==> config.mk <==
export PLATFORM = sky130hd
export DESIGN_NAME = characterRender
export DESIGN_NICKNAME = d
export VERILOG_FILES = /design/src/design/characterPkg.sv /design/src/design/characterRender.sv /design/src/design/layerCompose.sv /design/src/design/partDecode.sv /design/src/design/partShape.sv
export VERILOG_INCLUDE_DIRS = /design/src /design/src/design
export SDC_FILE = /design/constraint.sdc
export NUM_CORES = 1
export LEC_CHECK = 0
export BUFFER_PORTS_ARGS = -buffer_cell sky130_fd_sc_hd__buf_2
export CORE_ASPECT_RATIO = 1.25
export CORE_UTILIZATION = 35
export DETAILED_ROUTE_END_ITERATION = 7
export PLACE_DENSITY_LB_ADDON = 0.3
export SLEW_MARGIN = 20
export SYNTH_ARGS = -nofsm -noshare
export SYNTH_HDL_FRONTEND = slang
export SYNTH_HIERARCHICAL = 1
export SYNTH_SLANG_ARGS = --single-unit
export TNS_END_PERCENT = 1
==> constraint.sdc <==
create_clock -name clk -period 2.82 [get_ports clk]
set_input_delay 0.282 -clock clk [delete_from_list [all_inputs] [get_ports clk]]
set_output_delay 0.282 -clock clk [all_outputs]
set_load 0.01 [all_outputs]
==> src/design/character_consts.svh <==
`ifndef CHARACTER_CONSTS_SVH
`define CHARACTER_CONSTS_SVH

// screen coordinate widths for a 640x480 raster.
`define SCREEN_X_BITS 10
`define SCREEN_Y_BITS 9

`define PART_COUNT 5

// ######################################
// part offsets from the character's top-left corner.
`define HEAD_OFF_X 0
`define HEAD_OFF_Y 0
`define BODY_OFF_X 0
`define BODY_OFF_Y 100
`define ARM_L_OFF_X (-15)
`define ARM_L_OFF_Y 95
`define ARM_R_OFF_X 90
`define ARM_R_OFF_Y 95
`define PANTS_OFF_X 0
`define PANTS_OFF_Y 152

// ######################################
// part sizes in pixels.
`define HEAD_W 90
`define HEAD_H 100
`define BODY_W 90
`define BODY_H 52
`define ARM_L_W 15
`define ARM_L_H 50
`define ARM_R_W 15
`define ARM_R_H 50
`define PANTS_W 90
`define PANTS_H 40

// part colours as 24'hRRGGBB.
`define HEAD_RGB 24'hF2C9A0
`define BODY_RGB 24'h2E6FD8
`define ARM_L_RGB 24'hE8B080
`define ARM_R_RGB 24'hD89A6A
`define PANTS_RGB 24'h3A2A1C

`endif

==> src/design/characterPkg.sv <==
`include "character_consts.svh"

package characterPkg;

  // a screen coordinate.
  typedef struct packed {
    logic [`SCREEN_X_BITS-1:0] x;
    logic [`SCREEN_Y_BITS-1:0] y;
  } pixelPos;

  typedef struct packed {
    logic [7:0] r;
    logic [7:0] g;
    logic [7:0] b;
  } rgbColor;

  // the index doubles as the drawing priority, higher index is drawn on top.
  typedef enum logic [2:0] {
    pants    = 3'd0,
    body     = 3'd1,
    armLeft  = 3'd2,
    armRight = 3'd3,
    head     = 3'd4
  } partIndex;

  // one top-left corner per part, indexed by partIndex.
  typedef pixelPos [`PART_COUNT-1:0] partCorners;

  typedef struct packed {
    logic [`PART_COUNT-1:0]    hit;
    rgbColor [`PART_COUNT-1:0] color;
  } partHits;

  typedef struct packed {
    logic    valid;
    rgbColor color;
  } shadedPixel;

endpackage

==> src/design/characterRender.sv <==
`timescale 1ns/1ps
`include "character_consts.svh"

module characterRender (
  input  logic                     clk,
  input  logic                     rstN,
  input  logic                     enable,
  input  logic                     motionEn,
  input  characterPkg::pixelPos    pixel,
  input  characterPkg::pixelPos    currentCorner,
  input  characterPkg::pixelPos    initCorner,
  output characterPkg::shadedPixel out
);
  import characterPkg::*;

  partCorners corners;
  pixelPos    shapePixel;
  logic       shapeEnable;
  partHits    hits;
  rgbColor    partColors [`PART_COUNT];
  logic       composeValid;
  rgbColor    composeColor;

  // decode, shape and compose each add one register, three cycles in total.
  partDecode decode (
    .clk          (clk),
    .rstN         (rstN),
    .enable       (enable),
    .motionEn     (motionEn),
    .pixel        (pixel),
    .currentCorner(currentCorner),
    .initCorner   (initCorner),
    .corners      (corners),
    .pixelOut     (shapePixel),
    .enableOut    (shapeEnable)
  );

  partShape shape (
    .clk    (clk),
    .rstN   (rstN),
    .enable (shapeEnable),
    .pixel  (shapePixel),
    .corners(corners),
    .hits   (hits)
  );

  for (genvar i = 0; i < `PART_COUNT; i++) begin : gColor
    assign partColors[i] = hits.color[i];
  end

  layerCompose #(.N(`PART_COUNT), .payloadT(rgbColor)) compose (
    .clk      (clk),
    .rstN     (rstN),
    .hitVector(hits.hit),
    .payloads (partColors),
    .valid    (composeValid),
    .winner   (composeColor)
  );

  assign out = '{valid: composeValid, color: composeColor};

endmodule

==> src/design/layerCompose.sv <==
`timescale 1ns/1ps
`include "character_consts.svh"

module layerCompose #(
  parameter int  N        = `PART_COUNT,
  parameter type payloadT = characterPkg::rgbColor
) (
  input  logic         clk,
  input  logic         rstN,
  input  logic [N-1:0] hitVector,
  input  payloadT      payloads [N],
  output logic         valid,
  output payloadT      winner
);

  logic [N-1:0] oneHot;
  payloadT      selected;

  // ######################################
  // keep only the most significant set bit of the hit vector.
  always_comb begin
    logic found;
    found  = 1'b0;
    oneHot = '0;
    for (int i = N - 1; i >= 0; i--) begin
      if (hitVector[i] && !found) begin
        oneHot[i] = 1'b1;
        found     = 1'b1;
      end
    end
  end

  // with no bit set the selection stays at zero.
  always_comb begin
    selected = '0;
    for (int i = 0; i < N; i++) begin
      if (oneHot[i]) begin
        selected = payloads[i];
      end
    end
  end

  always_ff @(posedge clk) begin
    if (!rstN) begin
      valid  <= 1'b0;
      winner <= '0;
    end else begin
      valid  <= |oneHot;
      winner <= selected;
    end
  end

endmodule

==> src/design/partDecode.sv <==
`timescale 1ns/1ps
`include "character_consts.svh"

module partDecode (
  input  logic                     clk,
  input  logic                     rstN,
  input  logic                     enable,
  input  logic                     motionEn,
  input  characterPkg::pixelPos    pixel,
  input  characterPkg::pixelPos    currentCorner,
  input  characterPkg::pixelPos    initCorner,
  output characterPkg::partCorners corners,
  output characterPkg::pixelPos    pixelOut,
  output logic                     enableOut
);
  import characterPkg::*;

  localparam int XW = `SCREEN_X_BITS;
  localparam int YW = `SCREEN_Y_BITS;

  pixelPos    base;
  partCorners nextCorners;

  // offsets are truncated to the coordinate width, so a negative offset wraps on the add.
  function automatic pixelPos partOffset(partIndex part);
    pixelPos off;
    off = '0;
    case (part)
      head: begin
        off.x = XW'(`HEAD_OFF_X);
        off.y = YW'(`HEAD_OFF_Y);
      end
      body: begin
        off.x = XW'(`BODY_OFF_X);
        off.y = YW'(`BODY_OFF_Y);
      end
      armLeft: begin
        off.x = XW'(`ARM_L_OFF_X);
        off.y = YW'(`ARM_L_OFF_Y);
      end
      armRight: begin
        off.x = XW'(`ARM_R_OFF_X);
        off.y = YW'(`ARM_R_OFF_Y);
      end
      pants: begin
        off.x = XW'(`PANTS_OFF_X);
        off.y = YW'(`PANTS_OFF_Y);
      end
      default: off = '0;
    endcase
    return off;
  endfunction

  assign base = motionEn ? currentCorner : initCorner;

  always_comb begin
    pixelPos off;
    for (int i = 0; i < `PART_COUNT; i++) begin
      off = partOffset(partIndex'(i));
      nextCorners[i].x = base.x + off.x;
      nextCorners[i].y = base.y + off.y;
    end
  end

  always_ff @(posedge clk) begin
    if (!rstN) begin
      enableOut <= 1'b0;
    end else begin
      enableOut <= enable;
    end
  end

  always_ff @(posedge clk) begin
    corners  <= nextCorners;
    pixelOut <= pixel;
  end

endmodule

==> src/design/partShape.sv <==
`timescale 1ns/1ps
`include "character_consts.svh"

module partShape (
  input  logic                     clk,
  input  logic                     rstN,
  input  logic                     enable,
  input  characterPkg::pixelPos    pixel,
  input  characterPkg::partCorners corners,
  output characterPkg::partHits    hits
);
  import characterPkg::*;

  localparam int XW = `SCREEN_X_BITS;
  localparam int YW = `SCREEN_Y_BITS;

  logic [`PART_COUNT-1:0] hitNext;

  // the size travels in a pixelPos, x holds the width and y the height.
  function automatic pixelPos partSize(partIndex part);
    pixelPos size;
    case (part)
      head:     size = '{x: XW'(`HEAD_W), y: YW'(`HEAD_H)};
      body:     size = '{x: XW'(`BODY_W), y: YW'(`BODY_H)};
      armLeft:  size = '{x: XW'(`ARM_L_W), y: YW'(`ARM_L_H)};
      armRight: size = '{x: XW'(`ARM_R_W), y: YW'(`ARM_R_H)};
      pants:    size = '{x: XW'(`PANTS_W), y: YW'(`PANTS_H)};
      default:  size = '0;
    endcase
    return size;
  endfunction

  function automatic rgbColor partColor(partIndex part);
    rgbColor color;
    case (part)
      head:     color = rgbColor'(`HEAD_RGB);
      body:     color = rgbColor'(`BODY_RGB);
      armLeft:  color = rgbColor'(`ARM_L_RGB);
      armRight: color = rgbColor'(`ARM_R_RGB);
      pants:    color = rgbColor'(`PANTS_RGB);
      default:  color = '0;
    endcase
    return color;
  endfunction

  // ######################################
  // rectangle test, the far edges are exclusive and one bit wider to avoid wrap.
  always_comb begin
    pixelPos      size;
    logic [XW:0]  xEnd;
    logic [YW:0]  yEnd;
    for (int i = 0; i < `PART_COUNT; i++) begin
      size = partSize(partIndex'(i));
      xEnd = {1'b0, corners[i].x} + {1'b0, size.x};
      yEnd = {1'b0, corners[i].y} + {1'b0, size.y};
      hitNext[i] = enable
                   && (pixel.x >= corners[i].x) && ({1'b0, pixel.x} < xEnd)
                   && (pixel.y >= corners[i].y) && ({1'b0, pixel.y} < yEnd);
    end
  end

  always_ff @(posedge clk) begin
    if (!rstN) begin
      hits <= '0;
    end else begin
      hits.hit <= hitNext;
      for (int i = 0; i < `PART_COUNT; i++) begin
        hits.color[i] <= partColor(partIndex'(i));
      end
    end
  end

endmodule

Word-level counts from Yosys, hierarchy flattened
Index checks and enable logic that the tools add are counted.
{"block": "totals", "register_bits": 236, "in_bits": 61, "out_inout_bits": 25, "elab_cells": 96}
{"block": "op_classes", "add_sub_neg": 12, "magnitude_cmp": 14, "n_mux": 15, "n_reduce_logical": 25}
{"cell": "120-bit 2-to-1 mux", "n": 1}
{"cell": "24-bit 2-to-1 mux", "n": 5}
{"cell": "9-bit by 10-bit < comparator with 1-bit output", "n": 4}
{"cell": "9-bit >= comparator", "n": 4}
{"cell": "10-bit by 11-bit < comparator with 1-bit output", "n": 3}
{"cell": "9-bit by 6-bit adder with 10-bit output, second input constant", "n": 3}
{"cell": "10-bit >= comparator", "n": 3}
{"cell": "10-bit by 4-bit adder with 11-bit output, second input constant", "n": 2}
{"cell": "1-bit logical AND", "n": 20}
{"cell": "19-bit 2-to-1 mux", "n": 1}
{"cell": "9-bit by 7-bit adder with 9-bit output, second input constant", "n": 2}
{"cell": "10-bit by 7-bit adder with 11-bit output, second input constant", "n": 1}
{"cell": "10-bit adder, second input constant", "n": 1}
{"cell": "10-bit by 7-bit adder with 10-bit output, second input constant", "n": 1}
{"cell": "9-bit by 7-bit adder with 10-bit output, second input constant", "n": 1}
{"cell": "9-bit by 8-bit adder with 9-bit output, second input constant", "n": 1}
{"cell": "1-bit 2-to-1 mux", "n": 8}
{"cell": "5-bit OR reduction", "n": 1}
{"cell": "1-bit zero test", "n": 4}

Longest topological paths before layout
{"block": "depth", "word_depth": 18, "mapped_depth": 12, "depth_no_buf": 12}

By module
The synthesis kept the hierarchy.
{"mod": "partShape", "n_inst": 1, "cells_per_inst": 804, "area_each_um2": 6218.5, "seq_area_each_um2": 120.1}
{"mod": "partDecode", "n_inst": 1, "cells_per_inst": 250, "area_each_um2": 2927.8, "seq_area_each_um2": 1601.5}
{"mod": "layerCompose", "n_inst": 1, "cells_per_inst": 143, "area_each_um2": 1337.5, "seq_area_each_um2": 500.5}
{"mod": "characterRender", "n_inst": 1, "cells_per_inst": 1, "area_each_um2": 7.5, "seq_area_each_um2": 0.0}

Worst setup path before layout
Ideal clock, no wire load.
{"block": "synth_path", "path_kind": "register to register", "start": "register, netlist name decode/corners[29]", "end": "register, netlist name shape/hits[121]", "setup_time_ns": 0.079, "arrival_time_ns": 2.428, "t_required_ns": 2.741, "setup_slack_ns": 0.312, "stages_incl_launch_ff": 13, "path_buffers": 1, "synth_period_minus_slack_ns": 2.508, "cell_sequence": "dfxtp_1 -> buf_4 -> ha_1 -> or3_1 -> a21oi_1 -> nor3_1 -> xnor2_1 -> ha_1 -> nand3_1 -> a21oi_1 -> a221oi_2 -> o221ai_2 -> a211oi_2"}
{"block": "synth_via", "elab_chain_len": 5, "elab_cells_between_ends": 7, "cone_classes": "1 x add/sub; 2 x order compare; 4 x reduce/logical"}
{"element": "10-bit by 7-bit adder with 11-bit output or 10-bit >= comparator (tied branches)"}
{"element": "10-bit by 11-bit < comparator with 1-bit output or 1-bit logical AND (tied branches)"}
{"element": "1-bit logical AND (*)"}
{"element": "1-bit logical AND (*) (2 in series)", "line": "partShape.sv:58", "source": "&& (pixel.y >= corners[i].y) && ({1'b0, pixel.y} < yEnd);"}
Mark *: on every way between the ends. The rest lies on a longest branch, timed or not.
A chain may end at the register's enable or synchronous reset.

Worst setup path in the final report
{"block": "layout_path", "start": "register, netlist name decode/corners[30]", "end": "register, netlist name shape/hits[121]"}
{"block": "layout_via", "elab_chain_len": 5, "elab_cells_between_ends": 7, "cone_classes": "1 x add/sub; 2 x order compare; 4 x reduce/logical"}
{"element": "10-bit by 7-bit adder with 11-bit output or 10-bit >= comparator (tied branches)"}
{"element": "10-bit by 11-bit < comparator with 1-bit output or 1-bit logical AND (tied branches)"}
{"element": "1-bit logical AND (*)"}
{"element": "1-bit logical AND (*) (2 in series)", "line": "partShape.sv:58"}
Marked as above.

==> results.cfg <==
[global_routing]
overflow = 0
grt_pass1_vias = 7783
grt_max_degree = 30
grt_first_pass_wirelength_um = 38800
grt_util_all_layers_pct = 16.2
antenna_found_initial = 0

[critical_path]
crit_path_end_kind = flop
cp_data_required_time_ns = 3.13
reg2reg_slack_ns = 0.19
cp_slowest_stage_delay_ns = 0.43
path_class = flop to flop
r2r-end = shape/hits[121]$_SDFF_PN0_
critPathArrivalTime_ns = 2.94
crit_end = shape/hits[121]$_SDFF_PN0_
cp_num_cells = 11
crit_slowest_cell = dfxtp_1
worst-path-buf-inv = 0
path_cells = ha_1, or3_1, a21oi_1, nor3_1, xnor2_1, ha_1, nand3_1, a21oi_1, a221oi_2, o221ai_2, a211oi_2
critPathTopFamily = compound AO/OA/AOI/OAI gates
critPathMaxFanout = 10
timing.rr.start = decode/corners[30]$_DFF_P_
start_kind = flop
crit_path_start = decode/corners[30]$_DFF_P_
rr_worst_depth = 11

[synthesis]
syn_inst = 1198
synthFlopType = dfxtp_1
yosysSeqAreaShare_pct = 21.2
syn_avg_cell_area_sq_um = 8.76
syn_area_sq_um = 10500
synthArstFlopShare_pct = 0
synth.distinct_cells = 74
ys_warn_count = 6
ys_ff_latch = 111
synth-edff-count = 0

[run_status]
status = finished, final reports clean

[timing]
min_period_over_period_pct = 93.4
tightest_slew_ns = 0.856
setup_ws_ns = 0.186
fin_skew_ns = 0.00899
finalSetupViolCount = 0
slew_headroom_pct = 42.9
max_freq_mhz = 380
fin_setup_tns_ns = 0
drv_slew = 0
rsz0062_at_grt = false
hold_viol = 0
period_minus_slack_ns = 2.63
hold_ws_ns = 0.0223

[drt]
wl_met1_um = 10800
first_pass_iters = 5
first_iter_violations = 394
top_layer_used = met4
num_vias = 7955
drc_errors = 0
wl_met3_um = 656
postRouteAntennaNets = 0
wl_met2_um = 11700
totalWireLength_um = 23700
vias_per_cell = 4.90
wl_per_cell_um = 14.6

[pwr]
ir_drop_uv = 238
power.leakage_nw = 5.24
p_per_area_nw_per_um2 = 479

[die]
die_h_um = 196
initial_utilization_pct = 35.8
rows = 70
dieWidth_um = 157
io_pins = 86
die_area_sq_um = 30700
fp.coreArea_sq_um = 29300

[final_layout]
syn_to_final_growth_pct = 5.26
layout-drive-gt1-share_pct = 12.8
antennaDiodeCount = 0
final_nets = 1482

[placement]
place_worst_setup_slack_ns = 0.200
place_congestion = 0.834
io_buffers = 85
dp.final_hpwl_um = 18500

[clocking]
post_cts_resized = 0
clk_path_buf_depth = 2
worstSkewPairLatency_ns = 0.38
h-tree-depth = 3
cts-root-buf = clkbuf_16
cts.sinks = 111
cts_buffers = 9
cts_tree = built
path_clk_slew_ns = 0.09
postCtsSetupRepairBufs = 0

[flow_run]
cap_viol_max_count = 0

[min_path]
hold_path.class = input pin to flop
state kept, by name, indices dropped and copies added, names as in the netlist:
name	count
compose/winner	24
decode/corners	60
shape/hits	6
decode/enableOut	1
decode/pixelOut	19
compose/valid	1
routing by layer:
layer  track usage, %  up-vias
met5                0        -
met4             6.75        0
met3             2.00       29
met2             28.7      119
met1             19.4     3702
li1                 -     4105
area by class of cell:
type                       instances  area (sq um)
sequential                       111          2220
multi-input combinational        850          6740
clock inverter                     7           101
clock buffer                       9           225
tap                              396           495
fill                            3026         18300
inverter                         123           462
timing repair buffer             129           801
Yosys cell counts (11+ instances only):
cell type	count	area (sq um)
nor3_1	22	110
a21o_1	19	143
nor2b_1	11	68.8
xnor2_1	83	727
a221oi_1	25	219
o211ai_1	11	82.6
nor2_1	32	120
inv_1	119	447
nand3_1	19	95.1
o22ai_1	19	119
nand2_1	57	214
buf_4	158	1190
ha_1	197	2460
dfxtp_1	111	2220
nand4_1	11	68.8
a22oi_1	19	143
o21ai_0	52	260
a21oi_1	64	320
layout by cell type, fill, tap and decap left out, types with 7 or more instances in the layout:
master           n
a211oi_1         9
a21o_1          19
a21oi_1         64
a221oi_1        25
a22oi_1         19
a31oi_1          9
and3_1           7
buf_2           85
buf_4           26
clkbuf_16        9
conb_1          65
dfxtp_1        111
dlygate4sd3_1   18
ha_1           197
inv_1          119
mux2i_1          7
nand2_1         57
nand2b_1         9
nand3_1         19
nand4_1         11
nor2_1          32
nor2b_1         11
nor3_1          22
o211ai_1        11
o21ai_0         52
o221ai_1         8
o22ai_1         19
o2bb2ai_1        7
xnor2_1         83
xor2_1           7
power by group:
| part | internal [W] | switching (W) | total [W] |
|---|---|---|---|
| clock | 0.000792 | 0.000699 | 0.00149 |
| combinational | 0.000894 | 0.00102 | 0.00191 |
| sequential | 0.00171 | 0.000186 | 0.00189 |
cell families after synthesis:
family,synth area share (%)
simple gates,9.37
mux,2.31
fa+ha+maj,23.5
other cells,0.0357
compound gates,19.2
flops,21.2
buf+inv,16.9
xor+xnor,7.51
timing repair:
action                     in CTS  in global routing
hold buffers                   18                  0
setup endpoints to repair       0                  1
hold endpoints to repair       18                  0
worst min path at each step:
stage	startpoint	to	slack, ns	cells past startpoint
after floorplan	pixel[0]	decode/pixelOut[0]$_DFF_P_	0.31	0
after global placement	pixel[5]	decode/pixelOut[5]$_DFF_P_	0.38	1
after detailed placement	pixel[6]	decode/pixelOut[6]$_DFF_P_	0.39	1
after CTS	pixel[18]	decode/pixelOut[18]$_DFF_P_	0.0006	1
after global routing	pixel[18]	decode/pixelOut[18]$_DFF_P_	0.01	1
final	pixel[18]	decode/pixelOut[18]$_DFF_P_	0.02	1
worst register-to-register path: cells and delay by family (launching register included):
family,cells,cell delay (ns)
and+or+nand+nor,3,0.54
adders and majority gates,2,0.58
DFF,1,0.43
AOI/OAI and AO/OA,5,0.89
xor gates and xnor gates,1,0.14
metrics by stage:
| stage | total power (W) | cells | cell area, sq um | utilization, % |
|---|---|---|---|---|
| after floorplan | 0.00349 | 1262 | 10700 | - |
| after global placement | 0.00377 | 1591 | 10500 | 35.9 |
| after detailed placement | 0.00382 | 1591 | 10500 | 35.9 |
| after CTS | 0.00537 | 1625 | 11000 | 37.6 |
| after global routing | 0.00572 | 1625 | 11000 | 37.6 |
| final | 0.00529 | 1625 | 11000 | 37.6 |
(Power assumes the default switching activity.)
